### src/hw/lpif_phy_pkg.sv
// Lane count, PHY word shape and debug width; imported by the lane-side modules and top
package lpif_phy_pkg;

  ////////////////////////////////////////
  // Lane geometry
  ////////////////////////////////////////

  // Eight PHY lanes on one clock
  localparam int unsigned num_lanes      = 8;

  // Raw PHY word per lane
  localparam int unsigned lane_w         = 40;

  // Flit bits per lane, 8 x 38 = 304 covers the 273-bit flit
  localparam int unsigned lane_payload_w = 38;

  ////////////////////////////////////////
  // Per-lane control bits
  ////////////////////////////////////////

  // Strobe marks a live word, top bit
  localparam int unsigned strobe_pos     = 39;

  // Marker just below strobe, held at zero
  localparam int unsigned marker_pos     = 38;

  // Debug status word width
  localparam int unsigned dbg_w          = 32;

endpackage

### src/hw/lpif_link_pkg.sv
// Link-layer field widths and flit bit layout; imported by the codec, slicer, merger and top
package lpif_link_pkg;

  ////////////////////////////////////////
  // User field widths
  ////////////////////////////////////////

  // Link state and protocol id
  localparam int unsigned state_w  = 4;
  localparam int unsigned protid_w = 2;

  // Flit payload and its check bits
  localparam int unsigned data_w   = 256;
  localparam int unsigned crc_w    = 8;

  // Packed word: the fields above plus valid, dvalid and crc_valid
  localparam int unsigned flit_w   = state_w + protid_w + data_w + crc_w + 3;

  ////////////////////////////////////////
  // Flit word layout, bit 0 upward
  ////////////////////////////////////////

  // Flit valid sits in the lowest bit
  localparam int unsigned valid_pos     = 0;
  localparam int unsigned crc_valid_pos = valid_pos + 1;

  // CRC field
  localparam int unsigned crc_lsb       = crc_valid_pos + 1;
  localparam int unsigned dvalid_pos    = crc_lsb + crc_w;

  // Data field
  localparam int unsigned data_lsb      = dvalid_pos + 1;

  // Protocol id then link state at the top
  localparam int unsigned protid_lsb    = data_lsb + data_w;
  localparam int unsigned state_lsb     = protid_lsb + protid_w;

endpackage
### src/hw/lpif_txrx_x8_top.sv
// Top of the eight-lane link layer; connects online sync, codec, slicer, lanes and merger
module lpif_txrx_x8_top
  import lpif_link_pkg::*;
  import lpif_phy_pkg::*;
(
  input  logic                              clk_wr,
  input  logic                              rst_n,
  // Control and configuration
  input  logic                              tx_online,
  input  logic                              rx_online,
  input  logic [15:0]                       delay_x_value,
  input  logic [15:0]                       delay_y_value,
  // PHY side
  output logic [num_lanes-1:0][lane_w-1:0] tx_phy,
  input  logic [num_lanes-1:0][lane_w-1:0] rx_phy,
  // Downstream channel
  input  logic [state_w-1:0]                dstrm_state,
  input  logic [protid_w-1:0]               dstrm_protid,
  input  logic [data_w-1:0]                 dstrm_data,
  input  logic                              dstrm_dvalid,
  input  logic [crc_w-1:0]                  dstrm_crc,
  input  logic                              dstrm_crc_valid,
  input  logic                              dstrm_valid,
  // Upstream channel
  output logic [state_w-1:0]                ustrm_state,
  output logic [protid_w-1:0]               ustrm_protid,
  output logic [data_w-1:0]                 ustrm_data,
  output logic                              ustrm_dvalid,
  output logic [crc_w-1:0]                  ustrm_crc,
  output logic                              ustrm_crc_valid,
  output logic                              ustrm_valid,
  // Debug status
  output logic [dbg_w-1:0]                  tx_downstream_debug_status,
  output logic [dbg_w-1:0]                  rx_upstream_debug_status
);

  ////////////////////////////////////////
  // Interconnect
  ////////////////////////////////////////

  logic                                     tx_online_delay;
  logic                                     rx_online_delay;
  logic [flit_w-1:0]                        tx_flit;
  logic [flit_w-1:0]                        rx_flit;
  logic                                     rx_flit_ok;
  logic [num_lanes-1:0][lane_payload_w-1:0] lane_tx_payload;
  logic [num_lanes-1:0][lane_payload_w-1:0] lane_rx_payload;
  logic [num_lanes-1:0]                     lane_strobe;

  // Online delays
  lpif_online_sync u_online_sync (
    .clk_wr          (clk_wr),
    .rst_n           (rst_n),
    .tx_online       (tx_online),
    .rx_online       (rx_online),
    .delay_x_value   (delay_x_value),
    .delay_y_value   (delay_y_value),
    .tx_online_delay (tx_online_delay),
    .rx_online_delay (rx_online_delay)
  );

  // User fields to and from flit words
  lpif_flit_codec u_flit_codec (
    .clk_wr          (clk_wr),
    .rst_n           (rst_n),
    .dstrm_state     (dstrm_state),
    .dstrm_protid    (dstrm_protid),
    .dstrm_data      (dstrm_data),
    .dstrm_dvalid    (dstrm_dvalid),
    .dstrm_crc       (dstrm_crc),
    .dstrm_crc_valid (dstrm_crc_valid),
    .dstrm_valid     (dstrm_valid),
    .rx_flit         (rx_flit),
    .rx_flit_ok      (rx_flit_ok),
    .tx_flit         (tx_flit),
    .ustrm_state     (ustrm_state),
    .ustrm_protid    (ustrm_protid),
    .ustrm_data      (ustrm_data),
    .ustrm_dvalid    (ustrm_dvalid),
    .ustrm_crc       (ustrm_crc),
    .ustrm_crc_valid (ustrm_crc_valid),
    .ustrm_valid     (ustrm_valid)
  );

  ////////////////////////////////////////
  // Lane side
  ////////////////////////////////////////

  lpif_lane_slicer u_lane_slicer (
    .clk_wr                     (clk_wr),
    .rst_n                      (rst_n),
    .tx_flit                    (tx_flit),
    .tx_online_delay            (tx_online_delay),
    .lane_tx_payload            (lane_tx_payload),
    .tx_downstream_debug_status (tx_downstream_debug_status)
  );

  // One lane block per PHY lane
  for (genvar i = 0; i < num_lanes; i++) begin : g_lane
    lpif_phy_lane u_phy_lane (
      .clk_wr          (clk_wr),
      .rst_n           (rst_n),
      .lane_tx_payload (lane_tx_payload[i]),
      .tx_online_delay (tx_online_delay),
      .rx_phy          (rx_phy[i]),
      .tx_phy          (tx_phy[i]),
      .lane_rx_payload (lane_rx_payload[i]),
      .lane_strobe     (lane_strobe[i])
    );
  end

  lpif_lane_merger u_lane_merger (
    .clk_wr                   (clk_wr),
    .rst_n                    (rst_n),
    .lane_rx_payload          (lane_rx_payload),
    .lane_strobe              (lane_strobe),
    .rx_online_delay          (rx_online_delay),
    .rx_flit                  (rx_flit),
    .rx_flit_ok               (rx_flit_ok),
    .rx_upstream_debug_status (rx_upstream_debug_status)
  );

endmodule

### src/hw/lpif_lane_merger.sv
// Joins lane payloads into the receive flit, checks lane alignment, counts misalignment
module lpif_lane_merger
  import lpif_link_pkg::*;
  import lpif_phy_pkg::*;
(
  input  logic                                      clk_wr,
  input  logic                                      rst_n,
  input  logic [num_lanes-1:0][lane_payload_w-1:0] lane_rx_payload,
  input  logic [num_lanes-1:0]                      lane_strobe,
  input  logic                                      rx_online_delay,
  output logic [flit_w-1:0]                         rx_flit,
  output logic                                      rx_flit_ok,
  output logic [dbg_w-1:0]                          rx_upstream_debug_status
);

  ////////////////////////////////////////
  // Alignment check
  ////////////////////////////////////////

  logic [num_lanes*lane_payload_w-1:0] merged;
  logic                                strobe_all;
  logic                                strobe_misalign;

  // Lane 0 lowest, padding on top is dropped
  assign merged          = lane_rx_payload;
  assign strobe_all      = &lane_strobe;
  // Some lanes strobed, others not
  assign strobe_misalign = (|lane_strobe) & ~strobe_all;

  ////////////////////////////////////////
  // Merge register
  ////////////////////////////////////////

  always_ff @(posedge clk_wr) begin
    rx_flit <= merged[flit_w-1:0];
  end

  always_ff @(posedge clk_wr) begin
    if (!rst_n) begin
      rx_flit_ok <= 1'b0;
    end else begin
      rx_flit_ok <= strobe_all & rx_online_delay;
    end
  end

  // Misalignment count, saturating
  always_ff @(posedge clk_wr) begin
    if (!rst_n) begin
      rx_upstream_debug_status <= '0;
    end else if (strobe_misalign && (rx_upstream_debug_status != '1)) begin
      rx_upstream_debug_status <= rx_upstream_debug_status + 1'b1;
    end
  end

  // A good flit needs the receive side online one cycle earlier
  a_ok_online: assert property (@(posedge clk_wr) disable iff (!rst_n)
    rx_flit_ok |-> $past(rx_online_delay));

endmodule

### src/hw/lpif_phy_lane.sv
// One PHY lane: adds strobe and marker on transmit, strips and flags them on receive
module lpif_phy_lane
  import lpif_phy_pkg::*;
(
  input  logic                      clk_wr,
  input  logic                      rst_n,
  input  logic [lane_payload_w-1:0] lane_tx_payload,
  input  logic                      tx_online_delay,
  input  logic [lane_w-1:0]         rx_phy,
  output logic [lane_w-1:0]         tx_phy,
  output logic [lane_payload_w-1:0] lane_rx_payload,
  output logic                      lane_strobe
);

  ////////////////////////////////////////
  // Transmit word
  ////////////////////////////////////////

  logic [lane_w-1:0] tx_word;

  always_comb begin
    tx_word                         = '0;
    tx_word[lane_payload_w-1:0]     = lane_tx_payload;
    // No user marker
    tx_word[marker_pos]             = 1'b0;
    // Strobe tracks link online
    tx_word[strobe_pos]             = tx_online_delay;
  end

  // Lane output register
  always_ff @(posedge clk_wr) begin
    if (!rst_n) begin
      tx_phy <= '0;
    end else begin
      tx_phy <= tx_word;
    end
  end

  ////////////////////////////////////////
  // Receive strip
  ////////////////////////////////////////

  // Payload, no reset
  always_ff @(posedge clk_wr) begin
    lane_rx_payload <= rx_phy[lane_payload_w-1:0];
  end

  // Strobe presence
  always_ff @(posedge clk_wr) begin
    if (!rst_n) begin
      lane_strobe <= 1'b0;
    end else begin
      lane_strobe <= rx_phy[strobe_pos];
    end
  end

  // Marker never leaves the lane
  a_no_marker: assert property (@(posedge clk_wr) disable iff (!rst_n)
    !tx_phy[marker_pos]);

endmodule

### src/hw/lpif_lane_slicer.sv
// Cuts the transmit flit into per-lane payloads and counts flits sent while online
module lpif_lane_slicer
  import lpif_link_pkg::*;
  import lpif_phy_pkg::*;
(
  input  logic                                      clk_wr,
  input  logic                                      rst_n,
  input  logic [flit_w-1:0]                         tx_flit,
  input  logic                                      tx_online_delay,
  output logic [num_lanes-1:0][lane_payload_w-1:0] lane_tx_payload,
  output logic [dbg_w-1:0]                          tx_downstream_debug_status
);

  ////////////////////////////////////////
  // Slice
  ////////////////////////////////////////

  // Flit zero-extended to the full lane span
  logic [num_lanes*lane_payload_w-1:0] flit_padded;

  assign flit_padded = (num_lanes*lane_payload_w)'(tx_flit);

  always_comb begin
    for (int i = 0; i < num_lanes; i++) begin
      // Lane i takes the next 38 bits, quiet when offline
      if (tx_online_delay) begin
        lane_tx_payload[i] = flit_padded[i*lane_payload_w +: lane_payload_w];
      end else begin
        lane_tx_payload[i] = '0;
      end
    end
  end

  ////////////////////////////////////////
  // Sent-flit counter
  ////////////////////////////////////////

  // Saturates at all ones
  always_ff @(posedge clk_wr) begin
    if (!rst_n) begin
      tx_downstream_debug_status <= '0;
    end else if (tx_online_delay && tx_flit[valid_pos] &&
                 (tx_downstream_debug_status != '1)) begin
      tx_downstream_debug_status <= tx_downstream_debug_status + 1'b1;
    end
  end

endmodule

### src/hw/lpif_flit_codec.sv
// Packs downstream fields into the registered flit word and unpacks received words upstream
module lpif_flit_codec
  import lpif_link_pkg::*;
(
  input  logic                clk_wr,
  input  logic                rst_n,
  // Downstream user fields
  input  logic [state_w-1:0]  dstrm_state,
  input  logic [protid_w-1:0] dstrm_protid,
  input  logic [data_w-1:0]   dstrm_data,
  input  logic                dstrm_dvalid,
  input  logic [crc_w-1:0]    dstrm_crc,
  input  logic                dstrm_crc_valid,
  input  logic                dstrm_valid,
  // Merged receive word
  input  logic [flit_w-1:0]   rx_flit,
  input  logic                rx_flit_ok,
  output logic [flit_w-1:0]   tx_flit,
  // Upstream user fields
  output logic [state_w-1:0]  ustrm_state,
  output logic [protid_w-1:0] ustrm_protid,
  output logic [data_w-1:0]   ustrm_data,
  output logic                ustrm_dvalid,
  output logic [crc_w-1:0]    ustrm_crc,
  output logic                ustrm_crc_valid,
  output logic                ustrm_valid
);

  ////////////////////////////////////////
  // Transmit pack
  ////////////////////////////////////////

  always_ff @(posedge clk_wr) begin
    // Payload fields without reset
    tx_flit[crc_lsb +: crc_w]       <= dstrm_crc;
    tx_flit[data_lsb +: data_w]     <= dstrm_data;
    tx_flit[protid_lsb +: protid_w] <= dstrm_protid;
    tx_flit[state_lsb +: state_w]   <= dstrm_state;
    // Qualifier bits
    if (!rst_n) begin
      tx_flit[valid_pos]     <= 1'b0;
      tx_flit[crc_valid_pos] <= 1'b0;
      tx_flit[dvalid_pos]    <= 1'b0;
    end else begin
      tx_flit[valid_pos]     <= dstrm_valid;
      tx_flit[crc_valid_pos] <= dstrm_crc_valid;
      tx_flit[dvalid_pos]    <= dstrm_dvalid;
    end
  end

  ////////////////////////////////////////
  // Receive unpack
  ////////////////////////////////////////

  // Fields as received
  assign ustrm_state     = rx_flit[state_lsb +: state_w];
  assign ustrm_protid    = rx_flit[protid_lsb +: protid_w];
  assign ustrm_data      = rx_flit[data_lsb +: data_w];
  assign ustrm_crc       = rx_flit[crc_lsb +: crc_w];

  // Qualifiers gated by lane alignment
  assign ustrm_valid     = rx_flit[valid_pos] & rx_flit_ok;
  assign ustrm_dvalid    = rx_flit[dvalid_pos] & rx_flit_ok;
  assign ustrm_crc_valid = rx_flit[crc_valid_pos] & rx_flit_ok;

endmodule

### src/hw/lpif_online_sync.sv
// Delays tx_online and rx_online by programmable cycle counts; feeds the lane-side blocks
module lpif_online_sync (
  input  logic        clk_wr,
  input  logic        rst_n,
  input  logic        tx_online,
  input  logic        rx_online,
  input  logic [15:0] delay_x_value,
  input  logic [15:0] delay_y_value,
  output logic        tx_online_delay,
  output logic        rx_online_delay
);

  ////////////////////////////////////////
  // Channel 0 is transmit, channel 1 receive
  ////////////////////////////////////////

  logic [1:0]  online_in;
  logic [1:0]  online_q;
  logic [1:0]  online_out;
  logic [15:0] delay_val [2];
  logic [15:0] cnt       [2];

  assign online_in    = {rx_online, tx_online};
  // Y delay for transmit, X delay for receive
  assign delay_val[0] = delay_y_value;
  assign delay_val[1] = delay_x_value;

  ////////////////////////////////////////
  // Down-counters
  ////////////////////////////////////////

  always_ff @(posedge clk_wr) begin
    if (!rst_n) begin
      online_q   <= '0;
      online_out <= '0;
      for (int ch = 0; ch < 2; ch++) begin
        cnt[ch] <= '0;
      end
    end else begin
      // Edge detect on the raw inputs
      online_q <= online_in;
      for (int ch = 0; ch < 2; ch++) begin
        if (!online_in[ch]) begin
          // Drop at once
          online_out[ch] <= 1'b0;
          cnt[ch]        <= '0;
        end else if (!online_q[ch]) begin
          // Rise seen, load the delay; zero goes high right away
          cnt[ch]        <= delay_val[ch];
          online_out[ch] <= (delay_val[ch] == 16'd0);
        end else if (!online_out[ch]) begin
          // Count down, release on the last step
          if (cnt[ch] > 16'd1) begin
            cnt[ch] <= cnt[ch] - 16'd1;
          end else begin
            online_out[ch] <= 1'b1;
          end
        end
      end
    end
  end

  assign tx_online_delay = online_out[0];
  assign rx_online_delay = online_out[1];

  // Delayed online only ever follows a sampled high input
  a_tx_follows: assert property (@(posedge clk_wr) disable iff (!rst_n)
    tx_online_delay |-> $past(tx_online));
  a_rx_follows: assert property (@(posedge clk_wr) disable iff (!rst_n)
    rx_online_delay |-> $past(rx_online));

endmodule

### config.mk
export PLATFORM = sky130hd
export DESIGN_NAME = lpif_txrx_x8_top
export DESIGN_NICKNAME = d
export VERILOG_FILES = /design/src/hw/lpif_phy_pkg.sv /design/src/hw/lpif_link_pkg.sv /design/src/hw/lpif_txrx_x8_top.sv /design/src/hw/lpif_lane_merger.sv /design/src/hw/lpif_phy_lane.sv /design/src/hw/lpif_lane_slicer.sv /design/src/hw/lpif_flit_codec.sv /design/src/hw/lpif_online_sync.sv
export SDC_FILE = /design/constraint.sdc
export NUM_CORES = 1
export LEC_CHECK = 0
export ABC_AREA = 0
export ABC_CLOCK_PERIOD_IN_PS = 2500
export BUFFER_PORTS_ARGS = -buffer_cell sky130_fd_sc_hd__buf_2
export CAP_MARGIN = 40
export CORE_AREA = 4 4 497 499
export DETAILED_ROUTE_END_ITERATION = 8
export DIE_AREA = 0 0 501 503
export PLACE_DENSITY = 0.38
export SKIP_CTS_REPAIR_TIMING = 1
export SLEW_MARGIN = 20
export SYNTH_ARGS = -nofsm -noshare
export SYNTH_HDL_FRONTEND = slang
export SYNTH_SLANG_ARGS = --single-unit
### constraint.sdc
create_clock -name clk_wr -period 2.5 [get_ports clk_wr]
set_input_delay 0.125 -clock clk_wr [delete_from_list [all_inputs] [get_ports clk_wr]]
set_output_delay 0.125 -clock clk_wr [all_outputs]
set_load 0.03 [all_outputs]
==> flow_summary.json, run 1 <==
{
  "wl_per_cell_um": 18.99,
  "tns_ns": 0,
  "required_ns": 3.19,
  "routabilityCongestion": 0.7946,
  "grt_pass1_wl_mm": 182.5,
  "clk_pin_slew_ns": 0.06,
  "synth_compound_area_frac": 0.01560,
  "syn_to_final_growth_pct": 72.66,
  "synth_area_leaders": "dfxtp_1 (73%), buf_4 (7.4%), and3_1 (5.5%), edfxtp_1 (3.0%), and2_1 (1.3%)",
  "yosys.area.top_type": "dfxtp_1",
  "clkLatencyLatePin_ns": 0.77,
  "first_pass_iters": 6,
  "synth_top_family_by_area": "simple AND/OR/NAND/NOR gates",
  "timing.final.hold_violations": 0,
  "coreArea_um2": 242500,
  "cts_sinks": 1202,
  "clock-skew-final_ns": 0.04940,
  "setup_violations": 0,
  "drt_iter0_markers": 950,
  "p_leak_nw": 25.18,
  "synth-adder-area-share": 0.002352,
  "cts_tree": "built",
  "synth-edff-count": 32,
  "p_int_w": 0.03487,
  "ctsHtreeMaxLevel": 4,
  "crit_type": "flop to flop",
  "grt_pass1_vias": 21110,
  "hold_class": "primary input to flop",
  "ys.flop_type": "dfxtp_1",
  "worstPathArrival_ns": 2.98,
  "numCtsBuffers": 144,
  "start_kind": "flop",
  "maxSlewViolCount": 0,
  "drtAntennaViolNets": 0,
  "clockPowerShare": 0.484,
  "die_x_um": 501,
  "cts_max_path_buffers": 3,
  "cts_root_buf": "clkbuf_16",
  "vias": 24450,
  "viasPerCell": 3.152,
  "gr-total-overflow": 0,
  "fmax_mhz": 437.2,
  "hold_ws_ns": 0.03894,
  "synthesis.area_um2": 31910,
  "fin_crit_ns": 2.287,
  "cp_max_fo": 7,
  "outcome": "completed",
  "drive_above_1_share": 0.3297,
  "hpwlAfterDp_mm": 112.8,
  "synthCells": 2364,
  "initial_core_util": 0.1316,
  "synth_seq_area_share": 0.7641,
  "grt_use_total": 0.1061,
  "drc": 0,
  "slew_headroom": 0.2075,
  "async_flop_share": 0,
  "antenna_found_initial": 86,
  "synthMuxAreaShare": 0.0009410,
  "fin_nets": 5042,
  "avgSynthCellArea_um2": 13.50,
  "pwr-share-seq": 0.443,
  "min_period_over_period": 0.9150,
  "p_comb_frac": 0.073,
  "die_area_um2": 252000,
  "cap_violations": 0,
  "rsz0062_at_grt": "false",
  "io_buffers": 1207,
  "ir_worst_vdd_v": 0.0006146,
  "die_y_um": 503,
  "ys_warn_count": 0,
  "power_switching_w": 0.01099,
  "cp-end-kind": "flop",
  "ys_ff_latch": 1202,
  "synth_xor_area_frac": 0.01921,
  "num_io_pins": 1286,
  "grt_start_max_net_pins": 143,
  "swShare": 0.2397,
  "num_rows": 181,
  "tightestPinTransition_ns": 1.189,
  "synthSimpleGateAreaFrac": 0.1111,
  "synthDominantCellAreaShare": 0.7340,
  "synth_cell_type_count": 54,
  "p_per_area_nw_per_um2": 832.4,
  "wl_mm": 147.3
}
## synth_stat cells, types with 3 or more instances
library cell	count
o21ai_0	28
dfxtp_1	1170
mux2i_1	3
nand3_1	36
ha_1	6
buf_4	316
xor2_1	26
a21oi_1	5
nor2b_1	3
or3_1	11
o211ai_1	5
xnor2_1	44
nand2_1	46
and3_2	3
or4_1	6
edfxtp_1	32
nor3_2	5
a21boi_0	6
nand4_1	26
and3_1	282
buf_2	4
inv_1	14
nor3_1	22
nand2b_1	10
nor4_1	18
a22o_1	3
a21boi_1	5
and2_1	67
and4_1	8
clkbuf_1	75
o31ai_1	5
a211oi_1	12
nor2_1	37
## final cells by class
type                       count  area [um2]
fill                       25770      187400
sequential                  1202       24390
timing repair buffer        2258       16560
multi-input combinational    787        4911
clock buffer                 196        4123
tap                         3202        4006
clock inverter                65       984.7
antenna                       32       80.08
inverter                      14       52.55
## sequential cells by signal (all words and copies together) (netlist names)
name,flops
u_online_sync.online_out,2
u_online_sync.cnt,32
u_lane_merger.rx_flit,273
u_lane_merger.rx_flit_ok,1
g_lane.u_phy_lane.tx_phy,274
u_online_sync.online_q,2
g_lane.u_phy_lane.lane_strobe,8
u_flit_codec.tx_flit,273
u_lane_slicer.tx_downstream_debug_status,32
g_lane.u_phy_lane.lane_rx_payload,273
u_lane_merger.rx_upstream_debug_status,32
## worst max-delay path, stage by stage (launching register included)
cell	delay, ns
dfxtp_1	0.42
ha_1	0.24
and4_1	0.23
nand2_1	0.11
or4_1	0.70
or3_1	0.37
a21boi_1	0.14
## routing by layer
layer | vias to the layer above | routed length (um) | GRT usage
li1 | 11610 | - | -
met1 | 11420 | 57500 | 0.1188
met2 | 1129 | 68910 | 0.1692
met3 | 269 | 15310 | 0.05655
met4 | 30 | 5415 | 0.04166
met5 | - | 170 | 0
## power groups by stage
stage	clock, W	combinational (W)	sequential (W)
after floorplan	0	0.00127	0.0206
after global placement	0	0.00202	0.0207
after detailed placement	0	0.00201	0.0207
after CTS	0.0232	0.00202	0.0203
after global routing	0.0238	0.00357	0.0204
final	0.0222	0.00333	0.0203
## metrics by stage
step                worst slack, ns  instance area, um2  std cells    util  total power (W)
finish                       0.2126               55100       7756  0.2272          0.04586
global route                0.06429               55060       7740  0.2270          0.04779
CTS                          0.1503               44740       6697  0.1845          0.04551
detailed placement           0.1983               39640       6436  0.1634          0.02276
global placement             0.2175               39640       6436  0.1634          0.02276
floorplan                    0.2559               32050       2402       -          0.02191
## cell usage in the layout (no fill, tap or decap), drive strengths merged, types with 6 or more instances in the layout
| cell type | n |
|---|---|
| a21boi | 11 |
| ha | 6 |
| nand3 | 36 |
| nor3 | 27 |
| clkbuf | 197 |
| nand4 | 28 |
| xor2 | 26 |
| o21ai | 28 |
| and4 | 10 |
| dfxtp | 1170 |
| nand2 | 46 |
| xnor2 | 44 |
| buf | 1231 |
| diode | 32 |
| or3 | 11 |
| nor4 | 20 |
| clkinv | 35 |
| bufinv | 13 |
| conb | 39 |
| edfxtp | 32 |
| inv | 26 |
| a211oi | 12 |
| nor2 | 37 |
| dlygate4sd3 | 1026 |
| nand2b | 10 |
| and2 | 67 |
| or4 | 7 |
| and3 | 285 |
## path summary, 6_finish.rpt
path,from,to,slack (ns),cells after the start
worst min register to register,g_lane[5].u_phy_lane.lane_rx_payload[35],u_lane_merger.rx_flit[225],0.29,0
worst min-delay path,dstrm_data[36],u_flit_codec.tx_flit[47],0.04,2
worst max register to register,u_lane_slicer.tx_downstream_debug_status[0],u_lane_slicer.tx_downstream_debug_status[26],0.21,6
worst max-delay path,u_lane_slicer.tx_downstream_debug_status[0],u_lane_slicer.tx_downstream_debug_status[26],0.21,6
## logic make-up (layout without fill, tap and decap cells)
family,count (synthesis),count (layout)
flip-flops,1202,1202
AND/OR/NAND/NOR,594,594
buffers and inverters,413,2533
AO/OA/AOI/OAI,75,75
XOR/XNOR,70,70
adder cells (fa/ha/maj),6,6
multiplexers,3,3
other,1,71
(Power assumes the default switching activity.)
==> run 2, diff against run 1 <==
- CTS_BUF_LIST: default -> sky130_fd_sc_hd__clkbuf_8
==> flow_summary.json, run 2 (synthesis gave the netlist of run 1 again) <==
{
  "grt_pass1_wl_mm": 183.7,
  "required_ns": 3.10,
  "worstPathArrival_ns": 2.88,
  "r2r_start": "u_online_sync.cnt[1][13]",
  "final_util": 0.2313,
  "hold_class": "primary input to flop",
  "grt_use_total": 0.1065,
  "clockPowerShare": 0.461,
  "drtAntennaViolNets": 0,
  "min_path_cells": 4,
  "drt_iter0_markers": 1035,
  "clock-skew-final_ns": 0.07539,
  "drc": 0,
  "grt_pass1_vias": 21710,
  "ctsHtreeMaxLevel": 4,
  "hold_end": "u_online_sync.cnt[0][6]",
  "final.setup.worst_slack_ns": 0.2176,
  "viasPerCell": 3.171,
  "cap_violations": 0,
  "cts_root_buf": "clkbuf_8",
  "power_switching_w": 0.01110,
  "maxSlewViolCount": 0,
  "clk_pin_slew_ns": 0.06,
  "p_leak_nw": 25.90,
  "outcome": "completed",
  "fmax_mhz": 438.1,
  "cts_sinks": 1202,
  "num_io_pins": 1286,
  "vias": 25420,
  "numCtsBuffers": 217,
  "cts_max_path_buffers": 3,
  "tightestPinTransition_ns": 0.8567,
  "io_buffers": 1207,
  "routabilityCongestion": 0.7946,
  "cts_tree": "built",
  "cp_max_fo": 19,
  "rsz0062_at_grt": "false",
  "hpwlAfterDp_mm": 112.8,
  "timing.final.hold_violations": 0,
  "final_common_cell": "buf_2",
  "final_cell_mix": "buf_2 (1206), dfxtp_1 (1169), dlygate4sd3_1 (1151)",
  "die_y_um": 503,
  "setup_violations": 0,
  "p_comb_frac": 0.079,
  "dpl_worst_slack_ns": 0.1983,
  "fin_nets": 5240,
  "min_period_over_period": 0.9129,
  "dpl-instance-area_um2": 39640,
  "pwr-share-seq": 0.460,
  "final_area_um2": 56090,
  "gr-total-overflow": 0,
  "grt_start_max_net_pins": 143,
  "drive_above_1_share": 0.3333,
  "r2r-end": "u_online_sync.cnt[1][7]",
  "die_area_um2": 252000,
  "fin_crit_ns": 2.282,
  "regMostFlops": "g_lane.u_phy_lane.tx_phy",
  "tns_ns": 0,
  "p_per_area_nw_per_um2": 788.2,
  "crit_type": "flop to flop",
  "holdCritStartpoint": "delay_y_value[6]",
  "largest_reg_flops": 274,
  "slew_headroom": 0.4289,
  "num_rows": 181,
  "reg2reg_slack_ns": 0.22,
  "die_x_um": 501,
  "first_pass_iters": 4,
  "wl_mm": 149.1,
  "p_int_w": 0.03311,
  "syn_to_final_growth_pct": 75.78,
  "wl_per_cell_um": 18.61,
  "antenna_found_initial": 85,
  "cp-end-kind": "flop",
  "start_kind": "flop",
  "initial_core_util": 0.1316,
  "ir_worst_vdd_v": 0.0005073,
  "coreArea_um2": 242500,
  "clkLatencyLatePin_ns": 0.93,
  "swShare": 0.2511,
  "worst_r2r_path_depth": 7
}
-- run 2: changes by cell type in the layout (fill, tap and decap cells not counted), sizes merged --
| cell | previous run | this run |
|---|---|---|
| bufinv | 13 | 15 |
| clkbuf | 197 | 262 |
| clkinv | 35 | 46 |
| diode | 32 | 33 |
| dlygate4sd3 | 1026 | 1151 |
| inv | 26 | 81 |
-- run 2: routing by layer --
metal / routed length (um) / vias to the layer above / share of wire / global-route usage
met5: 229 / - / 0.0015 / 0
met4: 5487 / 36 / 0.037 / 0.04249
met3: 14900 / 341 / 0.10 / 0.05866
met2: 70030 / 1206 / 0.47 / 0.1703
met1: 58480 / 11800 / 0.39 / 0.1175
li1: - / 12040 / - / -
-- run 2: critical path, stage by stage, from the launching register on --
cell and delay [ns]:
edfxtp_1 0.40, or4_1 0.56, nor2_1 0.21, a31oi_2 0.18
and3_1 0.27, buf_12 0.17, nor2_1 0.11, a211oi_1 0.06
-- run 2: how the worst max path moves through the flow --
stage	start	slack [ns]	endpoint	cells after the start
floorplan	u_lane_slicer.tx_downstream_debug_status[0]	0.26	u_lane_slicer.tx_downstream_debug_status[28]	7
global placement	u_lane_slicer.tx_downstream_debug_status[10]	0.22	u_lane_slicer.tx_downstream_debug_status[27]	6
detailed placement	u_online_sync.cnt[1][13]	0.20	u_online_sync.cnt[1][6]	6
CTS	u_online_sync.cnt[1][13]	0.10	u_online_sync.cnt[1][6]	6
global route	u_online_sync.cnt[1][13]	0.02	u_online_sync.cnt[1][6]	6
finish	u_online_sync.cnt[1][13]	0.22	u_online_sync.cnt[1][7]	7
-- run 2: final cells by class --
class                           count  area (um2)
Antenna cell                       33       82.58
Clock buffer                      261        3592
Clock inverter                    133        1249
Fill cell                       25840      186500
Inverter                           14       52.55
Multi-Input combinational cell    787        4917
Sequential cell                  1202       24390
Tap cell                         3202        4006
Timing Repair Buffer             2383       17810
-- run 2: stage by stage --
step	total power [W]	cells	hold slack [ns]
floorplan	0.02191	2402	0.1527
global placement	0.02276	6436	0.2271
detailed placement	0.02276	6436	0.2286
CTS	0.04370	6830	-0.9186
global route	0.04621	7998	0.006403
finish	0.04421	8015	0.1314
-- run 2: power groups by stage --
stage          registers [W]  logic [W]  clock network [W]
3_5_place_dp          0.0207    0.00201                  0
5_1_grt               0.0204    0.00373             0.0221
6_report              0.0203    0.00349             0.0204
2_1_floorplan         0.0206    0.00127                  0
4_1_cts               0.0203    0.00202             0.0213
3_3_place_gp          0.0207    0.00202                  0
==> run 3, diff against run 2 <==
- CORE_AREA: 4 4 497 499 -> 4 4 494 496
- DIE_AREA: 0 0 501 503 -> 0 0 498 500
==> flow_summary.json, run 3 (synthesis gave the netlist of run 1 again) <==
{
  "grt_use_total": 0.1059,
  "cts_tree": "built",
  "worstPathArrival_ns": 2.93,
  "fin_nets": 5255,
  "num_rows": 180,
  "clkLatencyLatePin_ns": 0.94,
  "ctsHtreeMaxLevel": 4,
  "syn_to_final_growth_pct": 76.38,
  "hpwlAfterDp_mm": 110.0,
  "clock-skew-final_ns": 0.08461,
  "die_area_um2": 249000,
  "final_cell_mix": "buf_2 (1206), dfxtp_1 (1169), dlygate4sd3_1 (1169)",
  "p_per_area_nw_per_um2": 784.5,
  "cap_violations": 0,
  "reg2reg_slack_ns": 0.20,
  "p_leak_nw": 25.99,
  "worst_r2r_path_depth": 8,
  "wl_per_cell_um": 18.13,
  "initial_core_util": 0.1332,
  "required_ns": 3.13,
  "hold_end": "u_online_sync.cnt[0][15]",
  "grt_start_max_net_pins": 167,
  "cp_max_fo": 10,
  "maxSlewViolCount": 0,
  "outcome": "completed",
  "min_period_over_period": 0.9199,
  "cp-end-kind": "flop",
  "cts_sinks": 1202,
  "clockPowerShare": 0.461,
  "io_buffers": 1207,
  "num_io_pins": 1286,
  "viasPerCell": 3.166,
  "crit_chain": "or4_1 > nor2_1 > a31oi_1 > buf_4 > nand2b_1 > nand2_1 > buf_12 > a211oi_1",
  "tns_ns": 0,
  "final_common_cell": "buf_2",
  "first_pass_iters": 5,
  "tightestPinTransition_ns": 0.8507,
  "fmax_mhz": 434.8,
  "gr-total-overflow": 0,
  "antenna_found_initial": 74,
  "p_comb_frac": 0.079,
  "fill_cells": 25640,
  "grt_pass1_wl_mm": 182.2,
  "drt_iter0_markers": 1087,
  "critPathSlowestCell": "or4_1",
  "rsz0062_at_grt": "false",
  "drive_above_1_share": 0.3317,
  "hold_class": "primary input to flop",
  "drtAntennaViolNets": 0,
  "wl_mm": 145.4,
  "r2r-end": "u_online_sync.cnt[1][1]",
  "clk_pin_slew_ns": 0.06,
  "die_x_um": 498,
  "grt_pass1_vias": 21700,
  "largest_reg_flops": 274,
  "start_kind": "flop",
  "crit_type": "flop to flop",
  "die_y_um": 500,
  "routabilityCongestion": 0.9014,
  "numCtsBuffers": 212,
  "fin_crit_ns": 2.300,
  "design_power_total_w": 0.04415,
  "coreArea_um2": 239600,
  "hold_ws_ns": 0.06642,
  "timing.final.hold_violations": 0,
  "ir_worst_vdd_v": 0.0004702,
  "vias": 25380,
  "setup_violations": 0,
  "slew_headroom": 0.4328,
  "power_switching_w": 0.01091,
  "swShare": 0.2471,
  "p_int_w": 0.03325,
  "holdCritStartpoint": "delay_y_value[15]",
  "r2r_start": "u_online_sync.cnt[1][12]",
  "regMostFlops": "g_lane.u_phy_lane.tx_phy",
  "min_path_cells": 4,
  "slowest_delay_ns": 0.56,
  "pwr-share-seq": 0.461,
  "cts_max_path_buffers": 3,
  "cts_root_buf": "clkbuf_8",
  "drc": 0
}
-- run 3: changes by cell type in the layout (fill, tap and decap cells not counted), sizes merged --
cell	before	now
dlygate4sd3	1151	1169
buf	1231	1234
inv	81	79
diode	33	36
clkbuf	262	267
clkinv	46	38
-- run 3: area by class of cell --
type	instances	area (um2)	area share
well taps	3185	3985	0.07080
clock inverters	123	1167	0.02074
diodes	36	90.09	0.001600
inverters	14	52.55	0.0009336
repair buffers	2403	18020	0.3201
multi-input cells	787	4912	0.08727
flip-flops and latches	1202	24390	0.4333
clock buffers	267	3675	0.06529
-- run 3: how the worst max path moves through the flow --
stage | from | to | slack [ns]
2_1_floorplan | u_lane_slicer.tx_downstream_debug_status[0] | u_lane_slicer.tx_downstream_debug_status[28] | 0.26
3_3_place_gp | u_lane_slicer.tx_downstream_debug_status[0] | u_lane_slicer.tx_downstream_debug_status[28] | 0.25
3_5_place_dp | u_lane_slicer.tx_downstream_debug_status[0] | u_lane_slicer.tx_downstream_debug_status[26] | 0.22
4_1_cts | u_lane_slicer.tx_downstream_debug_status[0] | u_lane_slicer.tx_downstream_debug_status[26] | 0.20
5_1_grt | u_lane_slicer.tx_downstream_debug_status[24] | u_lane_slicer.tx_downstream_debug_status[9] | 0.06
6_report | u_online_sync.cnt[1][12] | u_online_sync.cnt[1][1] | 0.20
-- run 3: power groups by stage --
stage          combinational, W  clock [W]  sequential [W]
2_1_floorplan           0.00127          0          0.0206
3_3_place_gp            0.00199          0          0.0207
3_5_place_dp            0.00200          0          0.0208
4_1_cts                 0.00201     0.0212          0.0203
5_1_grt                 0.00373     0.0221          0.0204
6_report                0.00348     0.0203          0.0203
-- run 3: layer usage --
metal | share of wire | wire [um] | vias up | global-route usage
met4 | 0.036 | 5246 | 40 | 0.04149
met5 | 0.0017 | 253 | - | 0
met1 | 0.39 | 56580 | 11820 | 0.1140
met3 | 0.090 | 13150 | 315 | 0.05624
li1 | - | - | 12060 | -
met2 | 0.48 | 70150 | 1141 | 0.1747
-- run 3: metrics by stage --
step	instances	utilization	instance area, um2	worst slack (ns)
final	8017	0.2349	56290	0.2002
after global routing	8006	0.2348	56260	0.06322
after CTS	6812	0.1857	44490	0.1960
after detailed placement	6422	0.1655	39650	0.2192
after global placement	6422	0.1655	39650	0.2478
after floorplan	2402	-	32050	0.2559
-- run 3: worst max-delay path, delay by kind of cell, from the launching register on --
family | cells | cell delay (ns)
buf+inv | 2 | 0.31
flops | 1 | 0.45
compound gates | 2 | 0.19
simple gates | 4 | 1.03
